$ cat src/cpuPkg.sv
`default_nettype none

package cpuPkg;

    localparam int dataWidth    = 16;
    localparam int regAddrWidth = 3;
    localparam int numRegs      = 8;
    localparam int opcodeWidth  = 5;
    localparam int functWidth   = 2;
    localparam int immWidth     = 5;   // Bits 4 to 0.
    localparam int jumpWidth    = 11;  // Bits 10 to 0.

    localparam int opMsb = 15;
    localparam int opLsb = 11;
    localparam int rsMsb = 10;
    localparam int rsLsb = 8;
    localparam int rtMsb = 7;
    localparam int rtLsb = 5;
    localparam int rdMsb = 4;
    localparam int rdLsb = 2;

    // An all-zero word decodes as NOP.
    typedef enum logic [opcodeWidth-1:0] {
        opArith = 5'h01,
        opAddi  = 5'h02,
        opLd    = 5'h03,
        opSt    = 5'h04,
        opBeqz  = 5'h05,
        opJ     = 5'h06,
        opHalt  = 5'h07,
        opNop   = 5'h00
    } opcodeT;

    typedef logic [opcodeWidth-1:0] aluOpT;

    typedef enum logic [functWidth-1:0] {
        fnAdd = 2'b00,
        fnSub = 2'b01,
        fnAnd = 2'b10,
        fnXor = 2'b11
    } functT;

    typedef struct packed {
        logic aluSrc;
        logic branch;
        logic memRead;
        logic memWrite;
        logic memToReg;
        logic regWrite;
        logic jump;
        logic halt;
    } ctrlT;

    typedef struct packed {
        logic [dataWidth-1:0] pc;
        logic [dataWidth-1:0] instr;
        logic                 valid;
    } ifIdT;

    typedef struct packed {
        logic [dataWidth-1:0]    aluResult;
        logic [dataWidth-1:0]    storeData;
        logic [regAddrWidth-1:0] writeReg;
        logic                    writeRegValid;
        logic                    memRead;
        logic                    memWrite;
        logic                    memToReg;
        logic                    regWrite;
        logic                    halt;
    } exMemT;

endpackage

`default_nettype wire

$ cat src/memBusIf.sv
`timescale 1ns/100ps
`default_nettype none

interface memBusIf;
    import cpuPkg::*;

    logic                 req;
    logic                 gnt;
    logic                 we;
    logic [dataWidth-1:0] addr;
    logic [dataWidth-1:0] wdata;
    logic [dataWidth-1:0] rdata;  // Valid in the cycle gnt is high.

    modport requester (
        output req, addr, wdata, we,
        input  gnt, rdata
    );

    modport arbiter (
        input  req, addr, wdata, we,
        output gnt, rdata
    );
endinterface

`default_nettype wire

$ cat src/cpuTop.sv
`timescale 1ns/100ps
`default_nettype none

module cpuTop (
    input  logic                         clk,
    input  logic                         rstN,
    output logic                         memEn,
    output logic [cpuPkg::dataWidth-1:0] memAddr,
    output logic [cpuPkg::dataWidth-1:0] memWdata,
    output logic                         memWe,
    input  logic [cpuPkg::dataWidth-1:0] memRdata,
    output logic                         halt
);
    import cpuPkg::*;

    memBusIf fetchBus ();
    memBusIf dataBus ();

    ifIdT                    ifIdD;
    ifIdT                    ifIdQ;
    exMemT                   exMemD;
    exMemT                   exMemQ;
    logic                    stall;
    logic                    redirect;
    logic [dataWidth-1:0]    target;
    logic                    wbEn;
    logic [regAddrWidth-1:0] wbReg;
    logic [dataWidth-1:0]    wbData;

    logic [dataWidth-1:0]    pc;
    logic [dataWidth-1:0]    read1;
    logic [dataWidth-1:0]    read2;
    logic [dataWidth-1:0]    imm;
    logic [dataWidth-1:0]    jumpDist;
    functT                   funct;
    aluOpT                   aluOp;
    logic [regAddrWidth-1:0] writeReg;
    logic [regAddrWidth-1:0] rs;
    logic [regAddrWidth-1:0] rt;
    logic                    rsValid;
    logic                    rtValid;
    logic                    writeRegValid;
    ctrlT                    ctrl;

    logic [dataWidth-1:0]    pcEx;
    logic [dataWidth-1:0]    read1Ex;
    logic [dataWidth-1:0]    read2Ex;
    logic [dataWidth-1:0]    immEx;
    logic [dataWidth-1:0]    jumpDistEx;
    functT                   functEx;
    aluOpT                   aluOpEx;
    logic [regAddrWidth-1:0] writeRegEx;
    logic                    writeRegValidEx;
    ctrlT                    ctrlEx;

    fetchStage u_fetch (
        .clk, .rstN, .stall, .redirect, .target,
        .halted (halt),
        .bus    (fetchBus),
        .ifId   (ifIdD)
    );

    pipeReg #(.payloadT(ifIdT)) u_ifIdReg (
        .clk, .rstN,
        .en    (!stall),
        .flush (redirect),
        .d     (ifIdD),
        .q     (ifIdQ)
    );

    decodeStage u_decode (
        .clk, .rstN,
        .ifId             (ifIdQ),
        .wbEn, .wbReg, .wbData,
        .exWriteReg       (writeRegEx),
        .exWriteRegValid  (writeRegValidEx),
        .memWriteReg      (exMemQ.writeReg),
        .memWriteRegValid (exMemQ.writeRegValid),
        .read1, .read2, .imm, .jumpDist, .pc, .funct, .aluOp,
        .writeReg, .rs, .rt, .rsValid, .rtValid, .writeRegValid, .ctrl, .stall
    );

    idexReg u_idex (
        .clk, .rstN,
        .pc, .read1, .read2, .imm, .jumpDist, .funct, .aluOp,
        .writeReg, .rs, .rt, .rsValid, .rtValid, .writeRegValid, .ctrl,
        .controlZeroIdEx1 (stall),
        .controlZeroIdEx2 (redirect),
        .pcEx, .read1Ex, .read2Ex, .immEx, .jumpDistEx, .functEx, .aluOpEx,
        .writeRegEx,
        .rsEx      (),
        .rtEx      (),
        .rsValidEx (),
        .rtValidEx (),
        .writeRegValidEx, .ctrlEx
    );

    executeStage u_execute (
        .pcEx, .read1Ex, .read2Ex, .immEx, .jumpDistEx, .functEx, .aluOpEx,
        .writeRegEx, .writeRegValidEx, .ctrlEx,
        .redirect, .target,
        .exMem (exMemD)
    );

    pipeReg #(.payloadT(exMemT)) u_exMemReg (
        .clk, .rstN,
        .en    (1'b1),
        .flush (1'b0),
        .d     (exMemD),
        .q     (exMemQ)
    );

    memWbStage u_memWb (
        .clk, .rstN,
        .exMem (exMemQ),
        .bus   (dataBus),
        .wbEn, .wbReg, .wbData, .halt
    );

    memArbiter u_arbiter (
        .clk, .rstN, .fetchBus, .dataBus,
        .memEn, .memAddr, .memWdata, .memWe, .memRdata
    );
endmodule

`default_nettype wire

$ cat src/decodeStage.sv
`timescale 1ns/100ps
`default_nettype none

module decodeStage (
    input  logic                            clk,
    input  logic                            rstN,
    input  cpuPkg::ifIdT                    ifId,
    input  logic                            wbEn,
    input  logic [cpuPkg::regAddrWidth-1:0] wbReg,
    input  logic [cpuPkg::dataWidth-1:0]    wbData,
    input  logic [cpuPkg::regAddrWidth-1:0] exWriteReg,
    input  logic                            exWriteRegValid,
    input  logic [cpuPkg::regAddrWidth-1:0] memWriteReg,
    input  logic                            memWriteRegValid,
    output logic [cpuPkg::dataWidth-1:0]    read1,
    output logic [cpuPkg::dataWidth-1:0]    read2,
    output logic [cpuPkg::dataWidth-1:0]    imm,
    output logic [cpuPkg::dataWidth-1:0]    jumpDist,
    output logic [cpuPkg::dataWidth-1:0]    pc,
    output cpuPkg::functT                   funct,
    output cpuPkg::aluOpT                   aluOp,
    output logic [cpuPkg::regAddrWidth-1:0] writeReg,
    output logic [cpuPkg::regAddrWidth-1:0] rs,
    output logic [cpuPkg::regAddrWidth-1:0] rt,
    output logic                            rsValid,
    output logic                            rtValid,
    output logic                            writeRegValid,
    output cpuPkg::ctrlT                    ctrl,
    output logic                            stall
);
    import cpuPkg::*;

    logic [dataWidth-1:0] regFile [numRegs];
    opcodeT               op;
    logic                 rsHit;
    logic                 rtHit;

    assign op       = opcodeT'(ifId.instr[opMsb:opLsb]);
    assign aluOp    = ifId.instr[opMsb:opLsb];
    assign rs       = ifId.instr[rsMsb:rsLsb];
    assign rt       = ifId.instr[rtMsb:rtLsb];
    assign funct    = functT'(ifId.instr[functWidth-1:0]);
    assign pc       = ifId.pc;
    assign imm      = {{(dataWidth-immWidth){ifId.instr[immWidth-1]}},
                       ifId.instr[immWidth-1:0]};
    assign jumpDist = {{(dataWidth-jumpWidth){ifId.instr[jumpWidth-1]}},
                       ifId.instr[jumpWidth-1:0]};

    always_ff @(posedge clk) begin
        if (rstN && wbEn) begin
            regFile[wbReg] <= wbData;
        end
    end

    // Write-back bypasses the array in the same cycle.
    assign read1 = (wbEn && wbReg == rs) ? wbData : regFile[rs];
    assign read2 = (wbEn && wbReg == rt) ? wbData : regFile[rt];

    always_comb begin
        ctrl          = '0;
        rsValid       = 1'b0;
        rtValid       = 1'b0;
        writeRegValid = 1'b0;
        writeReg      = ifId.instr[rtMsb:rtLsb];  // I-type destination.
        if (ifId.valid) begin
            case (op)
                opArith: begin
                    rsValid       = 1'b1;
                    rtValid       = 1'b1;
                    writeRegValid = 1'b1;
                    writeReg      = ifId.instr[rdMsb:rdLsb];
                    ctrl.regWrite = 1'b1;
                end
                opAddi: begin
                    rsValid       = 1'b1;
                    writeRegValid = 1'b1;
                    ctrl.aluSrc   = 1'b1;
                    ctrl.regWrite = 1'b1;
                end
                opLd: begin
                    rsValid       = 1'b1;
                    writeRegValid = 1'b1;
                    ctrl.aluSrc   = 1'b1;
                    ctrl.memRead  = 1'b1;
                    ctrl.memToReg = 1'b1;
                    ctrl.regWrite = 1'b1;
                end
                opSt: begin
                    rsValid       = 1'b1;
                    rtValid       = 1'b1;
                    ctrl.aluSrc   = 1'b1;
                    ctrl.memWrite = 1'b1;
                end
                opBeqz: begin
                    rsValid     = 1'b1;
                    ctrl.branch = 1'b1;
                end
                opJ:     ctrl.jump = 1'b1;
                opHalt:  ctrl.halt = 1'b1;
                default: ctrl      = '0;
            endcase
        end
    end

    assign rsHit = (exWriteRegValid && exWriteReg == rs) ||
                   (memWriteRegValid && memWriteReg == rs);
    assign rtHit = (exWriteRegValid && exWriteReg == rt) ||
                   (memWriteRegValid && memWriteReg == rt);
    assign stall = (rsValid && rsHit) || (rtValid && rtHit);
endmodule

`default_nettype wire

$ cat src/executeStage.sv
`timescale 1ns/100ps
`default_nettype none

module executeStage (
    input  logic [cpuPkg::dataWidth-1:0]    pcEx,
    input  logic [cpuPkg::dataWidth-1:0]    read1Ex,
    input  logic [cpuPkg::dataWidth-1:0]    read2Ex,
    input  logic [cpuPkg::dataWidth-1:0]    immEx,
    input  logic [cpuPkg::dataWidth-1:0]    jumpDistEx,
    input  cpuPkg::functT                   functEx,
    input  cpuPkg::aluOpT                   aluOpEx,
    input  logic [cpuPkg::regAddrWidth-1:0] writeRegEx,
    input  logic                            writeRegValidEx,
    input  cpuPkg::ctrlT                    ctrlEx,
    output logic                            redirect,
    output logic [cpuPkg::dataWidth-1:0]    target,
    output cpuPkg::exMemT                   exMem
);
    import cpuPkg::*;

    logic [dataWidth-1:0] opB;
    logic [dataWidth-1:0] aluResult;

    assign opB = ctrlEx.aluSrc ? immEx : read2Ex;

    // ADDI, LD and ST all add the immediate.
    always_comb begin
        aluResult = read1Ex + opB;
        if (aluOpEx == opArith) begin
            case (functEx)
                fnAdd: aluResult = read1Ex + opB;
                fnSub: aluResult = read1Ex - opB;
                fnAnd: aluResult = read1Ex & opB;
                fnXor: aluResult = read1Ex ^ opB;
            endcase
        end
    end

    assign redirect = (ctrlEx.branch && read1Ex == '0) || ctrlEx.jump;
    assign target   = pcEx + 1'b1 + (ctrlEx.jump ? jumpDistEx : immEx);

    always_comb begin
        exMem.aluResult     = aluResult;
        exMem.storeData     = read2Ex;
        exMem.writeReg      = writeRegEx;
        exMem.writeRegValid = writeRegValidEx;
        exMem.memRead       = ctrlEx.memRead;
        exMem.memWrite      = ctrlEx.memWrite;
        exMem.memToReg      = ctrlEx.memToReg;
        exMem.regWrite      = ctrlEx.regWrite;
        exMem.halt          = ctrlEx.halt;
    end
endmodule

`default_nettype wire

$ cat src/fetchStage.sv
`timescale 1ns/100ps
`default_nettype none

module fetchStage (
    input  logic                         clk,
    input  logic                         rstN,
    input  logic                         stall,
    input  logic                         redirect,
    input  logic [cpuPkg::dataWidth-1:0] target,
    input  logic                         halted,
    memBusIf.requester                   bus,
    output cpuPkg::ifIdT                 ifId
);
    import cpuPkg::*;

    logic [dataWidth-1:0] pc;

    assign bus.req   = !halted;
    assign bus.addr  = pc;
    assign bus.wdata = '0;
    assign bus.we    = 1'b0;

    // A denied fetch leaves a bubble behind.
    assign ifId = '{pc: pc, instr: bus.rdata, valid: bus.gnt};

    always_ff @(posedge clk) begin
        if (!rstN) begin
            pc <= '0;
        end else if (redirect) begin
            pc <= target;
        end else if (bus.gnt && !stall) begin
            pc <= pc + 1'b1;
        end
    end
endmodule

`default_nettype wire

$ cat src/idexReg.sv
`timescale 1ns/100ps
`default_nettype none

module idexReg (
    input  logic                            clk,
    input  logic                            rstN,
    input  logic [cpuPkg::dataWidth-1:0]    pc,
    input  logic [cpuPkg::dataWidth-1:0]    read1,
    input  logic [cpuPkg::dataWidth-1:0]    read2,
    input  logic [cpuPkg::dataWidth-1:0]    imm,
    input  logic [cpuPkg::dataWidth-1:0]    jumpDist,
    input  cpuPkg::functT                   funct,
    input  cpuPkg::aluOpT                   aluOp,
    input  logic [cpuPkg::regAddrWidth-1:0] writeReg,
    input  logic [cpuPkg::regAddrWidth-1:0] rs,
    input  logic [cpuPkg::regAddrWidth-1:0] rt,
    input  logic                            rsValid,
    input  logic                            rtValid,
    input  logic                            writeRegValid,
    input  cpuPkg::ctrlT                    ctrl,
    input  logic                            controlZeroIdEx1,
    input  logic                            controlZeroIdEx2,
    output logic [cpuPkg::dataWidth-1:0]    pcEx,
    output logic [cpuPkg::dataWidth-1:0]    read1Ex,
    output logic [cpuPkg::dataWidth-1:0]    read2Ex,
    output logic [cpuPkg::dataWidth-1:0]    immEx,
    output logic [cpuPkg::dataWidth-1:0]    jumpDistEx,
    output cpuPkg::functT                   functEx,
    output cpuPkg::aluOpT                   aluOpEx,
    output logic [cpuPkg::regAddrWidth-1:0] writeRegEx,
    output logic [cpuPkg::regAddrWidth-1:0] rsEx,
    output logic [cpuPkg::regAddrWidth-1:0] rtEx,
    output logic                            rsValidEx,
    output logic                            rtValidEx,
    output logic                            writeRegValidEx,
    output cpuPkg::ctrlT                    ctrlEx
);

    logic squash;

    assign squash = controlZeroIdEx1 | controlZeroIdEx2;

    always_ff @(posedge clk) begin
        pcEx       <= pc;
        read1Ex    <= read1;
        read2Ex    <= read2;
        immEx      <= imm;
        jumpDistEx <= jumpDist;
        functEx    <= funct;
        aluOpEx    <= aluOp;
        writeRegEx <= writeReg;
        rsEx       <= rs;
        rtEx       <= rt;
    end

    // A squashed slot loses its writes, halt, branch and jump.
    always_ff @(posedge clk) begin
        if (!rstN || squash) begin
            ctrlEx          <= '0;
            rsValidEx       <= 1'b0;
            rtValidEx       <= 1'b0;
            writeRegValidEx <= 1'b0;
        end else begin
            ctrlEx          <= ctrl;
            rsValidEx       <= rsValid;
            rtValidEx       <= rtValid;
            writeRegValidEx <= writeRegValid;
        end
    end
endmodule

`default_nettype wire

$ cat src/memArbiter.sv
`timescale 1ns/100ps
`default_nettype none

module memArbiter (
    input  logic                         clk,
    input  logic                         rstN,
    memBusIf.arbiter                     fetchBus,
    memBusIf.arbiter                     dataBus,
    output logic                         memEn,
    output logic [cpuPkg::dataWidth-1:0] memAddr,
    output logic [cpuPkg::dataWidth-1:0] memWdata,
    output logic                         memWe,
    input  logic [cpuPkg::dataWidth-1:0] memRdata
);

    // Data side always wins.
    assign dataBus.gnt  = dataBus.req;
    assign fetchBus.gnt = fetchBus.req && !dataBus.req;

    assign memEn    = dataBus.req || fetchBus.req;
    assign memAddr  = dataBus.req ? dataBus.addr : fetchBus.addr;
    assign memWdata = dataBus.req ? dataBus.wdata : fetchBus.wdata;
    assign memWe    = dataBus.req ? dataBus.we : fetchBus.we;

    assign dataBus.rdata  = memRdata;
    assign fetchBus.rdata = memRdata;
endmodule

`default_nettype wire

$ cat src/memWbStage.sv
`timescale 1ns/100ps
`default_nettype none

module memWbStage (
    input  logic                            clk,
    input  logic                            rstN,
    input  cpuPkg::exMemT                   exMem,
    memBusIf.requester                      bus,
    output logic                            wbEn,
    output logic [cpuPkg::regAddrWidth-1:0] wbReg,
    output logic [cpuPkg::dataWidth-1:0]    wbData,
    output logic                            halt
);

    logic haltQ;

    // Nothing after HALT touches memory or registers.
    assign bus.req   = (exMem.memRead || exMem.memWrite) && !haltQ;
    assign bus.addr  = exMem.aluResult;
    assign bus.wdata = exMem.storeData;
    assign bus.we    = exMem.memWrite && !haltQ;

    assign wbEn   = exMem.regWrite && !haltQ && (!exMem.memRead || bus.gnt);
    assign wbReg  = exMem.writeReg;
    assign wbData = exMem.memToReg ? bus.rdata : exMem.aluResult;
    assign halt   = haltQ || exMem.halt;

    always_ff @(posedge clk) begin
        if (!rstN) begin
            haltQ <= 1'b0;
        end else if (exMem.halt) begin
            haltQ <= 1'b1;
        end
    end
endmodule

`default_nettype wire

$ cat src/pipeReg.sv
`timescale 1ns/100ps
`default_nettype none

module pipeReg #(
    parameter type payloadT = logic
) (
    input  logic    clk,
    input  logic    rstN,
    input  logic    en,
    input  logic    flush,
    input  payloadT d,
    output payloadT q
);

    always_ff @(posedge clk) begin
        if (!rstN || flush) begin
            q <= '0;  // Bubble.
        end else if (en) begin
            q <= d;
        end
    end
endmodule

`default_nettype wire
$ cat config.mk
export PLATFORM = sky130hd
export DESIGN_NAME = cpuTop
export DESIGN_NICKNAME = d
export VERILOG_FILES = /design/src/cpuPkg.sv /design/src/memBusIf.sv /design/src/cpuTop.sv /design/src/decodeStage.sv /design/src/executeStage.sv /design/src/fetchStage.sv /design/src/idexReg.sv /design/src/memArbiter.sv /design/src/memWbStage.sv /design/src/pipeReg.sv
export SDC_FILE = /design/constraint.sdc
export NUM_CORES = 1
export LEC_CHECK = 0
export BUFFER_PORTS_ARGS = -buffer_cell sky130_fd_sc_hd__buf_2
export CORE_MARGIN = 1
export CORE_UTILIZATION = 39
export CTS_CLUSTER_SIZE = 28
export DETAILED_ROUTE_END_ITERATION = 8
export HOLD_SLACK_MARGIN = 0.05
export PLACE_DENSITY = 0.52
export SYNTH_ARGS = -nofsm -noshare
export SYNTH_HDL_FRONTEND = slang
export SYNTH_SLANG_ARGS = --single-unit
$ cat constraint.sdc
create_clock -name clk -period 4.2 [get_ports clk]
set_input_delay 0.21 -clock clk [delete_from_list [all_inputs] [get_ports clk]]
set_output_delay 0.21 -clock clk [all_outputs]
set_load 0.02 [all_outputs]
==> results.py, run 1 <==
metrics = {
    "route": {
        "drt-initial-drc-count": 694,
        "vias": 10115,
        "postRouteAntennaNets": 0,
        "wl_per_cell_um": 22.5,
        "drt_pass1_iterations": 5,
        "avgViaCountPerCell": 5.52,
        "drcViolationCount": 0,
        "totalWireLength_mm": 41.2,
    },
    "placed_design": {
        "globalplace.congestion": 0.862,
        "dpl_worst_slack_ns": 0.846,
        "place_area_um2": 15300,
        "dp_hpwl_mm": 29.1,
        "portBuffers": 52,
    },
    "layout": {
        "layout_commonest_cell": "dfxtp_1",
        "area_growth_pct": 14.2,
        "fin_area_um2": 16600,
        "drive_gt1_share_pct": 19.6,
        "post-route-util_pct": 45.3,
        "nNetsFinal": 1414,
        "antennaDiodeCount": 0,
        "final_cell_mix": "167 x dfxtp_1, 142 x nand2_1, 128 x edfxtp_1",
    },
    "floorplanning": {
        "dieArea_um2": 38000,
        "dieWidth_um": 195,
        "start_util_pct": 39.6,
        "rows": 70,
        "dieHeight_um": 195,
        "coreArea_um2": 36600,
        "io_pins": 53,
    },
    "critical_path": {
        "worstReg2RegStart": "u_idex.ctrlEx[1]$_SDFF_PP0_",
        "r2r_slack_ns": 0.74,
        "worstRegToRegCells": 11,
        "crit_fanout": 9,
        "worstPathRequired_ns": 4.66,
        "reg2reg_to": "u_fetch.bus.addr[15]$_SDFFE_PN0P_",
        "endpoint_kind": "flip-flop",
        "arrival_ns": 3.91,
        "cp-start-kind": "flip-flop",
        "crit_type": "reg2reg",
    },
    "synthesis": {
        "ys_types": 74,
        "synth_area_leaders": "edfxtp_1 26%, dfxtp_1 23%, mux4_2 9.9%, ha_1 4.5%, nand2_1 3.7%",
        "synth_top_area_share_pct": 26.5,
        "ys_seq_elements": 297,
        "netlist_instances": 1277,
        "yosys_warnings": 0,
        "yosys.area.top_type": "edfxtp_1",
        "ys.flop_type": "dfxtp_1",
        "syn_area_um2": 14500,
        "seq_area_frac_synth_pct": 49.8,
        "synth_nets": 1350,
        "async_flop_share_pct": 0,
        "synth_edf_count": 128,
        "post_synth.cell_area_avg_um2": 11.4,
    },
    "min_path": {
        "hold_path_depth": 0,
        "hp-class": "reg2reg",
        "hp-start": "u_ifIdReg.q[20]$_SDFFE_PP0P_",
        "min_to": "u_idex.pcEx[3]$_DFF_P_",
    },
    "global_routing": {
        "grt_max_degree": 33,
        "antenna_found_initial": 4,
        "globalRouteOverflowTotal": 0,
        "grt_pass1_wl_mm": 62.4,
        "groute.usage.overall_pct": 22.0,
        "grt_pass1_vias": 10116,
    },
    "clock_tree": {
        "cts_setup_buffers": 0,
        "cts_sinks": 297,
        "numCtsBuffers": 35,
        "clk_latency_ns": 0.54,
        "cts_tree": "built",
        "clock_path_buffers": 3,
        "cts_htree_levels": 2,
        "cts_root_buf": "clkbuf_16",
        "path_clk_slew_ns": 0.06,
    },
    "timing": {
        "rsz0062_at_grt": "no",
        "fmax_mhz": 289,
        "worstMarginPinSlew_ns": 1.06,
        "fin_worst_skew_ns": 0.0277,
        "fin_crit_ns": 3.46,
        "holdWs_ns": 0.348,
        "slew_headroom_pct": 29.1,
        "hold_viol": 0,
        "setup_viol": 0,
        "post-route-period-util_pct": 82.3,
        "setup_slack_ns": 0.742,
        "setup_tns_ns": 0,
        "slew_viol_final": 0,
    },
    "job": {
        "max_cap_violations": 0,
    },
    "status": {
        "status": "finished clean",
    },
    "pwr": {
        "pwr_density_cell_nw_per_um2": 440,
        "p_leak_nw": 6.23,
        "vdd_drop_max_mv": 0.529,
    },
}
final cells by class:
cell class                 count  area (um^2)
fill                        3442        20000
sequential                   297         7230
multi-input combinational    850         6780
clock buffer                  48         1010
timing repair buffer         100          663
tap                          468          586
inverter                      57          214
clock inverter                12         97.6
repair_timing:
| item | 4_1_cts | 5_1_grt |
|---|---|---|
| hold buffers | 17 | 0 |
| resized for setup | 0 | 0 |
| hold endpoints to repair | 24 | 0 |
per-layer routing:
metal | wire (um) | global-route usage (%) | vias to the layer above
met4 | 782 | 5.80 | 0
met1 | 18700 | 29.8 | 5004
met5 | 0 | 0 | -
met3 | 1980 | 3.40 | 52
li1 | - | - | 4808
met2 | 19700 | 36.4 | 251
Yosys cell counts, types with 13 or more instances:
library cell / instances
and2_1: 36
ha_1: 52
mux2i_1: 41
nand2_1: 142
a211oi_1: 17
nand3_1: 13
o21ai_0: 54
buf_2: 16
nand2b_1: 14
nor3_1: 26
dfxtp_1: 169
clkbuf_1: 45
xnor2_1: 25
a21oi_1: 77
mux2_2: 38
mux4_2: 64
xor2_1: 23
edfxtp_1: 128
nor2_1: 69
inv_1: 55
power by group:
group          leakage [nW]  internal, W  switching, W  total, W
Combinational          3.11     0.000408      0.000606   0.00101
Sequential             2.56      0.00318      0.000147   0.00333
Clock                 0.553      0.00174       0.00120   0.00294
Total                  6.23      0.00534       0.00195   0.00729
cells by family (layout without fill, tap and decap cells):
kind of cell	after synthesis	in the layout	synth area share [%]
AO/OA/AOI/OAI	252	252	11.5
XOR/XNOR	48	48	2.90
adder cells (fa/ha/maj)	55	55	4.90
buffers and inverters	130	217	3.73
flip-flops	297	297	49.8
multiplexers	144	144	15.8
AND/OR/NAND/NOR	351	351	11.4
critical path, cell delays in order (launching register included):
cell and delay [ns]:
dfxtp_1 0.48, nand2b_1 0.24, a21boi_0 0.53, inv_1 0.26, ha_1 0.41, a21oi_1 0.17
o21ai_0 0.19, or3_1 0.38, o2111ai_1 0.22, a21oi_1 0.09, or3b_1 0.34, nand3b_1 0.09
per-stage QoR:
| stage | std cells | total power [W] |
|---|---|---|
| floorplan | 1277 | 0.00404 |
| global placement | 1755 | 0.00438 |
| detailed placement | 1755 | 0.00438 |
| CTS | 1832 | 0.00736 |
| global route | 1832 | 0.00757 |
| finish | 1832 | 0.00729 |
how the worst max path moves through the flow:
stage                           startpoint                                end  slack, ns  cells after the start
2_1_floorplan      u_idex.immEx[0]$_DFF_P_        u_exMemReg.q[37]$_SDFF_PN0_       1.06                     13
3_3_place_gp   u_idex.ctrlEx[1]$_SDFF_PP0_  u_fetch.bus.addr[15]$_SDFFE_PN0P_       0.99                     11
3_5_place_dp   u_idex.ctrlEx[1]$_SDFF_PP0_  u_fetch.bus.addr[15]$_SDFFE_PN0P_       0.85                     11
4_1_cts        u_idex.ctrlEx[1]$_SDFF_PP0_  u_fetch.bus.addr[15]$_SDFFE_PN0P_       0.82                     11
5_1_grt        u_idex.ctrlEx[1]$_SDFF_PP0_  u_fetch.bus.addr[15]$_SDFFE_PN0P_       0.54                     11
6_report       u_idex.ctrlEx[1]$_SDFF_PP0_  u_fetch.bus.addr[15]$_SDFFE_PN0P_       0.74                     11
registers in the layout (all words and copies together) (netlist names), named ones only:
register / cells
u_idex.aluOpEx: 5
u_ifIdReg.q: 33
u_idex.jumpDistEx: 7
u_idex.pcEx: 16
u_idex.read2Ex: 16
u_memWb.haltQ: 1
u_idex.immEx: 4
u_exMemReg.q: 39
u_decode.regFile: 128
u_fetch.bus.addr: 16
u_idex.writeRegValidEx: 1
u_idex.read1Ex: 16
u_idex.ctrlEx: 6
u_idex.writeRegEx: 3
Note: power is estimated with default switching activity, not from simulation.
==> run 2, diff against run 1 <==
--- a/config.mk
+++ b/config.mk
@@ -11,7 +11,7 @@
 export CTS_CLUSTER_SIZE = 28
 export DETAILED_ROUTE_END_ITERATION = 8
 export HOLD_SLACK_MARGIN = 0.05
-export PLACE_DENSITY = 0.52
+export PLACE_DENSITY = 0.54
 export SYNTH_ARGS = -nofsm -noshare
 export SYNTH_HDL_FRONTEND = slang
 export SYNTH_SLANG_ARGS = --single-unit
==> constraint.sdc (replaced) <==
create_clock -name clk -period 3 [get_ports clk]
set_input_delay 0.15 -clock clk [delete_from_list [all_inputs] [get_ports clk]]
set_output_delay 0.15 -clock clk [all_outputs]
set_load 0.02 [all_outputs]
==> results.py, run 2 (same netlist as run 1, synthesis figures left out) <==
metrics = {
    "layout": {
        "final_cell_mix": "167 x dfxtp_1, 142 x nand2_1, 128 x edfxtp_1",
        "area_growth_pct": 16.3,
        "drive_gt1_share_pct": 21.9,
        "antennaDiodeCount": 0,
        "nNetsFinal": 1438,
        "n_fill_cell": 3322,
        "finalNonFillerCells": 1859,
        "regMostFlops": "u_decode.regFile",
        "layout_commonest_cell": "dfxtp_1",
        "largest_reg_flops": 128,
        "biggestRegsByFlops": "u_decode.regFile (128), u_exMemReg.q (39), u_ifIdReg.q (33)",
    },
    "clock_tree": {
        "cts_tree": "built",
        "cts_sinks": 297,
        "numCtsBuffers": 35,
        "cts_htree_levels": 2,
        "clk_latency_ns": 0.55,
        "cts_root_buf": "clkbuf_16",
        "path_clk_slew_ns": 0.06,
        "clock_path_buffers": 3,
    },
    "placed_design": {
        "portBuffers": 52,
        "globalplace.congestion": 0.897,
        "place_inst": 1779,
        "dp_hpwl_mm": 28.7,
    },
    "critical_path": {
        "reg2reg_to": "u_exMemReg.q[37]$_SDFF_PN0_",
        "crit_fanout": 4,
        "r2r_slack_ns": 0.07,
        "worstReg2RegStart": "u_idex.ctrlEx[7]$_SDFF_PP0_",
        "worstPathRequired_ns": 3.46,
        "endpoint_kind": "flip-flop",
        "arrival_ns": 3.39,
        "worstRegToRegCells": 11,
        "crit_type": "reg2reg",
        "cp-start-kind": "flip-flop",
    },
    "job": {
        "max_cap_violations": 0,
    },
    "floorplanning": {
        "dieHeight_um": 195,
        "dieArea_um2": 38000,
        "io_pins": 53,
        "dieWidth_um": 195,
        "coreArea_um2": 36600,
        "rows": 70,
        "start_util_pct": 39.6,
    },
    "route": {
        "drt_pass1_iterations": 5,
        "totalWireLength_mm": 39.6,
        "drcViolationCount": 0,
        "wl_per_cell_um": 21.3,
        "drt-initial-drc-count": 667,
        "avgViaCountPerCell": 5.49,
        "postRouteAntennaNets": 0,
        "vias": 10210,
    },
    "timing": {
        "setup_viol": 0,
        "fmax_mhz": 341,
        "holdWs_ns": 0.342,
        "slew_headroom_pct": 37.6,
        "slew_viol_final": 0,
        "rsz0062_at_grt": "yes",
        "fin_worst_skew_ns": 0.0215,
        "post-route-period-util_pct": 97.6,
        "worstMarginPinSlew_ns": 0.936,
        "hold_viol": 0,
        "fin_crit_ns": 2.93,
    },
    "min_path": {
        "hp-class": "reg2reg",
        "hp-start": "u_ifIdReg.q[15]$_SDFFE_PP0P_",
        "min_to": "u_idex.aluOpEx[3]$_DFF_P_",
        "hold_path_depth": 0,
    },
    "global_routing": {
        "grt_pass1_vias": 9961,
        "antenna_found_initial": 2,
        "grt_pass1_wl_mm": 60.4,
        "grt_max_degree": 34,
        "globalRouteOverflowTotal": 0,
        "groute.usage.overall_pct": 21.2,
    },
    "pwr": {
        "pwr_density_cell_nw_per_um2": 608,
        "vdd_drop_max_mv": 0.317,
        "p_leak_nw": 6.36,
    },
    "status": {
        "status": "finished clean",
    },
}
[run 2: what timing repair did]
| action | 4_1_cts | 5_1_grt |
|---|---|---|
| endpoints found under the hold margin | 30 | 0 |
| resized for setup | 1 | 17 |
| endpoints found under the setup margin | 1 | 8 |
| buffers inserted | 0 | 0 |
| hold buffers | 17 | 0 |
[run 2: metrics by stage]
stage | TNS [ns] | utilization [%] | setup WS, ns | total power, W | cell area [um^2]
5_1_grt | -0.0404 | 46.1 | -0.0220 | 0.0107 | 16900
3_3_place_gp | 0 | 42.3 | 0.101 | 0.00615 | 15500
3_5_place_dp | 0 | 42.3 | 0.0255 | 0.00615 | 15500
4_1_cts | 0 | 45.9 | 0.0396 | 0.0103 | 16800
2_1_floorplan | -0.0557 | - | -0.0557 | 0.00566 | 14500
6_report | 0 | 46.1 | 0.0705 | 0.0103 | 16900
[run 2: final cells by class]
class	instances	area, um^2	share of cell area (%)
Timing Repair Buffer	124	868	5.14
Clock buffer	48	990	5.86
Inverter	57	214	1.27
Sequential cell	297	7230	42.8
Tap cell	468	586	3.47
Clock inverter	15	126	0.749
Multi-Input combinational cell	850	6870	40.7
[run 2: critical path: stages (launching register included)]
cell and delay [ns]:
dfxtp_1 0.34, mux2_2 0.27, ha_1 0.18, inv_1 0.06
fa_1 0.44, or3_4 0.37, a31oi_4 0.19, o21bai_2 0.11
a211oi_4 0.27, a21oi_2 0.11, mux2_4 0.31, a211oi_2 0.20
[run 2: where the power goes]
group | leakage [nW] | switching [W] | total [W] | internal [W]
logic | 3.25 | 0.000858 | 0.00148 | 0.000617
clock network | 0.546 | 0.00172 | 0.00413 | 0.00242
registers | 2.56 | 0.000201 | 0.00466 | 0.00446
total | 6.36 | 0.00277 | 0.0103 | 0.00749
[run 2: worst max-delay path by stage]
stage / from / to / slack (ns) / cells after the start
final: u_idex.ctrlEx[7]$_SDFF_PP0_ / u_exMemReg.q[37]$_SDFF_PN0_ / 0.07 / 11
after global routing: u_idex.ctrlEx[7]$_SDFF_PP0_ / u_exMemReg.q[40]$_SDFF_PN0_ / -0.02 / 10
after CTS: u_idex.ctrlEx[7]$_SDFF_PP0_ / u_exMemReg.q[40]$_SDFF_PN0_ / 0.04 / 10
after detailed placement: u_idex.ctrlEx[7]$_SDFF_PP0_ / u_exMemReg.q[40]$_SDFF_PN0_ / 0.03 / 10
after global placement: u_idex.ctrlEx[7]$_SDFF_PP0_ / u_exMemReg.q[40]$_SDFF_PN0_ / 0.10 / 10
after floorplan: u_idex.immEx[1]$_DFF_P_ / u_exMemReg.q[37]$_SDFF_PN0_ / -0.06 / 11
[run 2: layer usage]
layer  global-route usage (%)  routed length (um)
met1                     28.5               17300
met2                     34.8               18900
met3                     3.38                2380
met4                     7.26                1060
met5                        0                   0
==> run 3, diff against run 2 <==
--- a/config.mk
+++ b/config.mk
@@ -6,7 +6,7 @@
 export NUM_CORES = 1
 export LEC_CHECK = 0
 export BUFFER_PORTS_ARGS = -buffer_cell sky130_fd_sc_hd__buf_2
-export CORE_MARGIN = 1
+export CORE_MARGIN = 4
 export CORE_UTILIZATION = 39
 export CTS_CLUSTER_SIZE = 28
 export DETAILED_ROUTE_END_ITERATION = 8
==> results.py, run 3 (same netlist as run 1, synthesis figures left out) <==
metrics = {
    "status": {
        "status": "finished clean",
    },
    "layout": {
        "biggestRegsByFlops": "u_decode.regFile (128), u_exMemReg.q (39), u_ifIdReg.q (33)",
        "area_growth_pct": 16.4,
        "antennaDiodeCount": 0,
        "layout_commonest_cell": "dfxtp_1",
        "n_fill_cell": 3324,
        "drive_gt1_share_pct": 21.6,
        "final_cell_mix": "167 x dfxtp_1, 142 x nand2_1, 128 x edfxtp_1",
        "regMostFlops": "u_decode.regFile",
        "nNetsFinal": 1435,
        "largest_reg_flops": 128,
    },
    "floorplanning": {
        "dieArea_um2": 40400,
        "rows": 70,
        "start_util_pct": 39.6,
        "io_pins": 53,
        "coreArea_um2": 36700,
        "dieWidth_um": 201,
        "dieHeight_um": 201,
    },
    "timing": {
        "fin_crit_ns": 2.84,
        "setup_viol": 0,
        "worstMarginPinSlew_ns": 0.950,
        "fin_worst_skew_ns": 0.0131,
        "rsz0062_at_grt": "no",
        "holdWs_ns": 0.348,
        "slew_viol_final": 0,
        "slew_headroom_pct": 36.7,
        "hold_viol": 0,
        "fmax_mhz": 352,
        "setup_slack_ns": 0.158,
        "post-route-period-util_pct": 94.7,
    },
    "placed_design": {
        "globalplace.congestion": 0.889,
        "dpl_worst_slack_ns": 0.0545,
        "portBuffers": 52,
        "dp_hpwl_mm": 28.5,
    },
    "critical_path": {
        "arrival_ns": 3.25,
        "slowest_delay_ns": 0.43,
        "crit_type": "reg2reg",
        "crit_fanout": 4,
        "critPathSlowestCell": "fa_1",
        "timing.critical_path.buf_inv": 0,
        "path_cells": "mux2_2 > ha_1 > fa_1 > nor2b_1 > o211a_1 > o2111ai_2 > a211oi_1 > o21a_1 > o311a_1 > a21oi_1",
        "path_delay_family": "compound AO/OA/AOI/OAI gates",
        "worstPathRequired_ns": 3.40,
        "cp-start-kind": "flip-flop",
        "endpoint_kind": "flip-flop",
    },
    "global_routing": {
        "grt_pass1_vias": 9913,
        "groute.usage.overall_pct": 19.3,
        "antenna_found_initial": 2,
        "globalRouteOverflowTotal": 0,
        "grt_pass1_wl_mm": 60.3,
        "grt_max_degree": 33,
    },
    "clock_tree": {
        "cts_htree_levels": 2,
        "numCtsBuffers": 35,
        "path_clk_slew_ns": 0.06,
        "clk_latency_ns": 0.52,
        "clock_path_buffers": 3,
        "cts_root_buf": "clkbuf_16",
        "cts_tree": "built",
        "cts_sinks": 297,
    },
    "route": {
        "vias": 10187,
        "drt_pass1_iterations": 5,
        "postRouteAntennaNets": 0,
        "drt-initial-drc-count": 724,
        "wl_per_cell_um": 21.6,
        "avgViaCountPerCell": 5.49,
        "totalWireLength_mm": 40.1,
        "drcViolationCount": 0,
    },
    "pwr": {
        "power.share.clock_pct": 41.5,
        "switching_share_pct": 26.5,
        "switching_power_w": 0.00277,
        "internal_power_w": 0.00771,
        "p_leak_nw": 6.38,
        "vdd_drop_max_mv": 0.346,
        "p_seq_share_pct": 44.4,
        "pwr_density_cell_nw_per_um2": 620,
        "combPwrFrac_pct": 14.1,
    },
    "min_path": {
        "hp-class": "reg2reg",
    },
    "job": {
        "max_cap_violations": 0,
    },
}
[run 3: metrics by stage]
step	utilization (%)	cell area [um^2]	instances	power, W	setup TNS [ns]
3_3_place_gp	42.1	15500	1776	0.00615	0
6_report	46.0	16900	1855	0.0105	0
3_5_place_dp	42.1	15500	1776	0.00615	0
5_1_grt	46.0	16900	1855	0.0109	0
4_1_cts	45.8	16800	1855	0.0106	0
2_1_floorplan	-	14500	1277	0.00566	-0.0557
[run 3: layer usage]
metal  share of wire [%]  routed length, um  up-vias  global-route usage, %
met3                 5.3               2110       58                   3.12
met4                 2.4                976        0                   5.21
li1                    -                  -     4859                      -
met1                  44              17700     4988                   26.3
met5                   0                  0        -                      0
met2                  48              19200      282                   32.3
[run 3: final timing paths]
path,cells past startpoint,to,startpoint,slack [ns]
worst max register to register,10,u_exMemReg.q[39]$_SDFF_PN0_,u_idex.ctrlEx[7]$_SDFF_PP0_,0.16
worst min register to register,0,u_idex.aluOpEx[4]$_DFF_P_,u_ifIdReg.q[16]$_SDFFE_PP0P_,0.35
worst min-delay path,0,u_idex.aluOpEx[4]$_DFF_P_,u_ifIdReg.q[16]$_SDFFE_PP0P_,0.35
worst max-delay path,10,u_exMemReg.q[39]$_SDFF_PN0_,u_idex.ctrlEx[7]$_SDFF_PP0_,0.16
[run 3: layout make-up]
class / instances / area (um^2) / share of cell area [%]
Tap cell: 468 / 586 / 3.47
Clock inverter: 17 / 186 / 1.10
Multi-Input combinational cell: 850 / 6840 / 40.5
Sequential cell: 297 / 7230 / 42.8
Inverter: 57 / 214 / 1.27
Timing Repair Buffer: 121 / 833 / 4.93
Clock buffer: 45 / 1010 / 5.95
[run 3: repair_timing]
| action | CTS | global route |
|---|---|---|
| endpoints found under the setup margin | 0 | 7 |
| hold buffers | 17 | 0 |
| hold endpoints to repair | 31 | 0 |
| buffers inserted | 0 | 0 |
| gates resized for setup | 0 | 14 |
[run 3: power groups by stage]
stage	Clock [W]	Sequential (W)	Combinational, W
after floorplan	0	0.00460	0.00105
after global placement	0	0.00474	0.00141
after detailed placement	0	0.00473	0.00142
after CTS	0.00446	0.00465	0.00145
after global routing	0.00463	0.00466	0.00161
final	0.00435	0.00465	0.00148
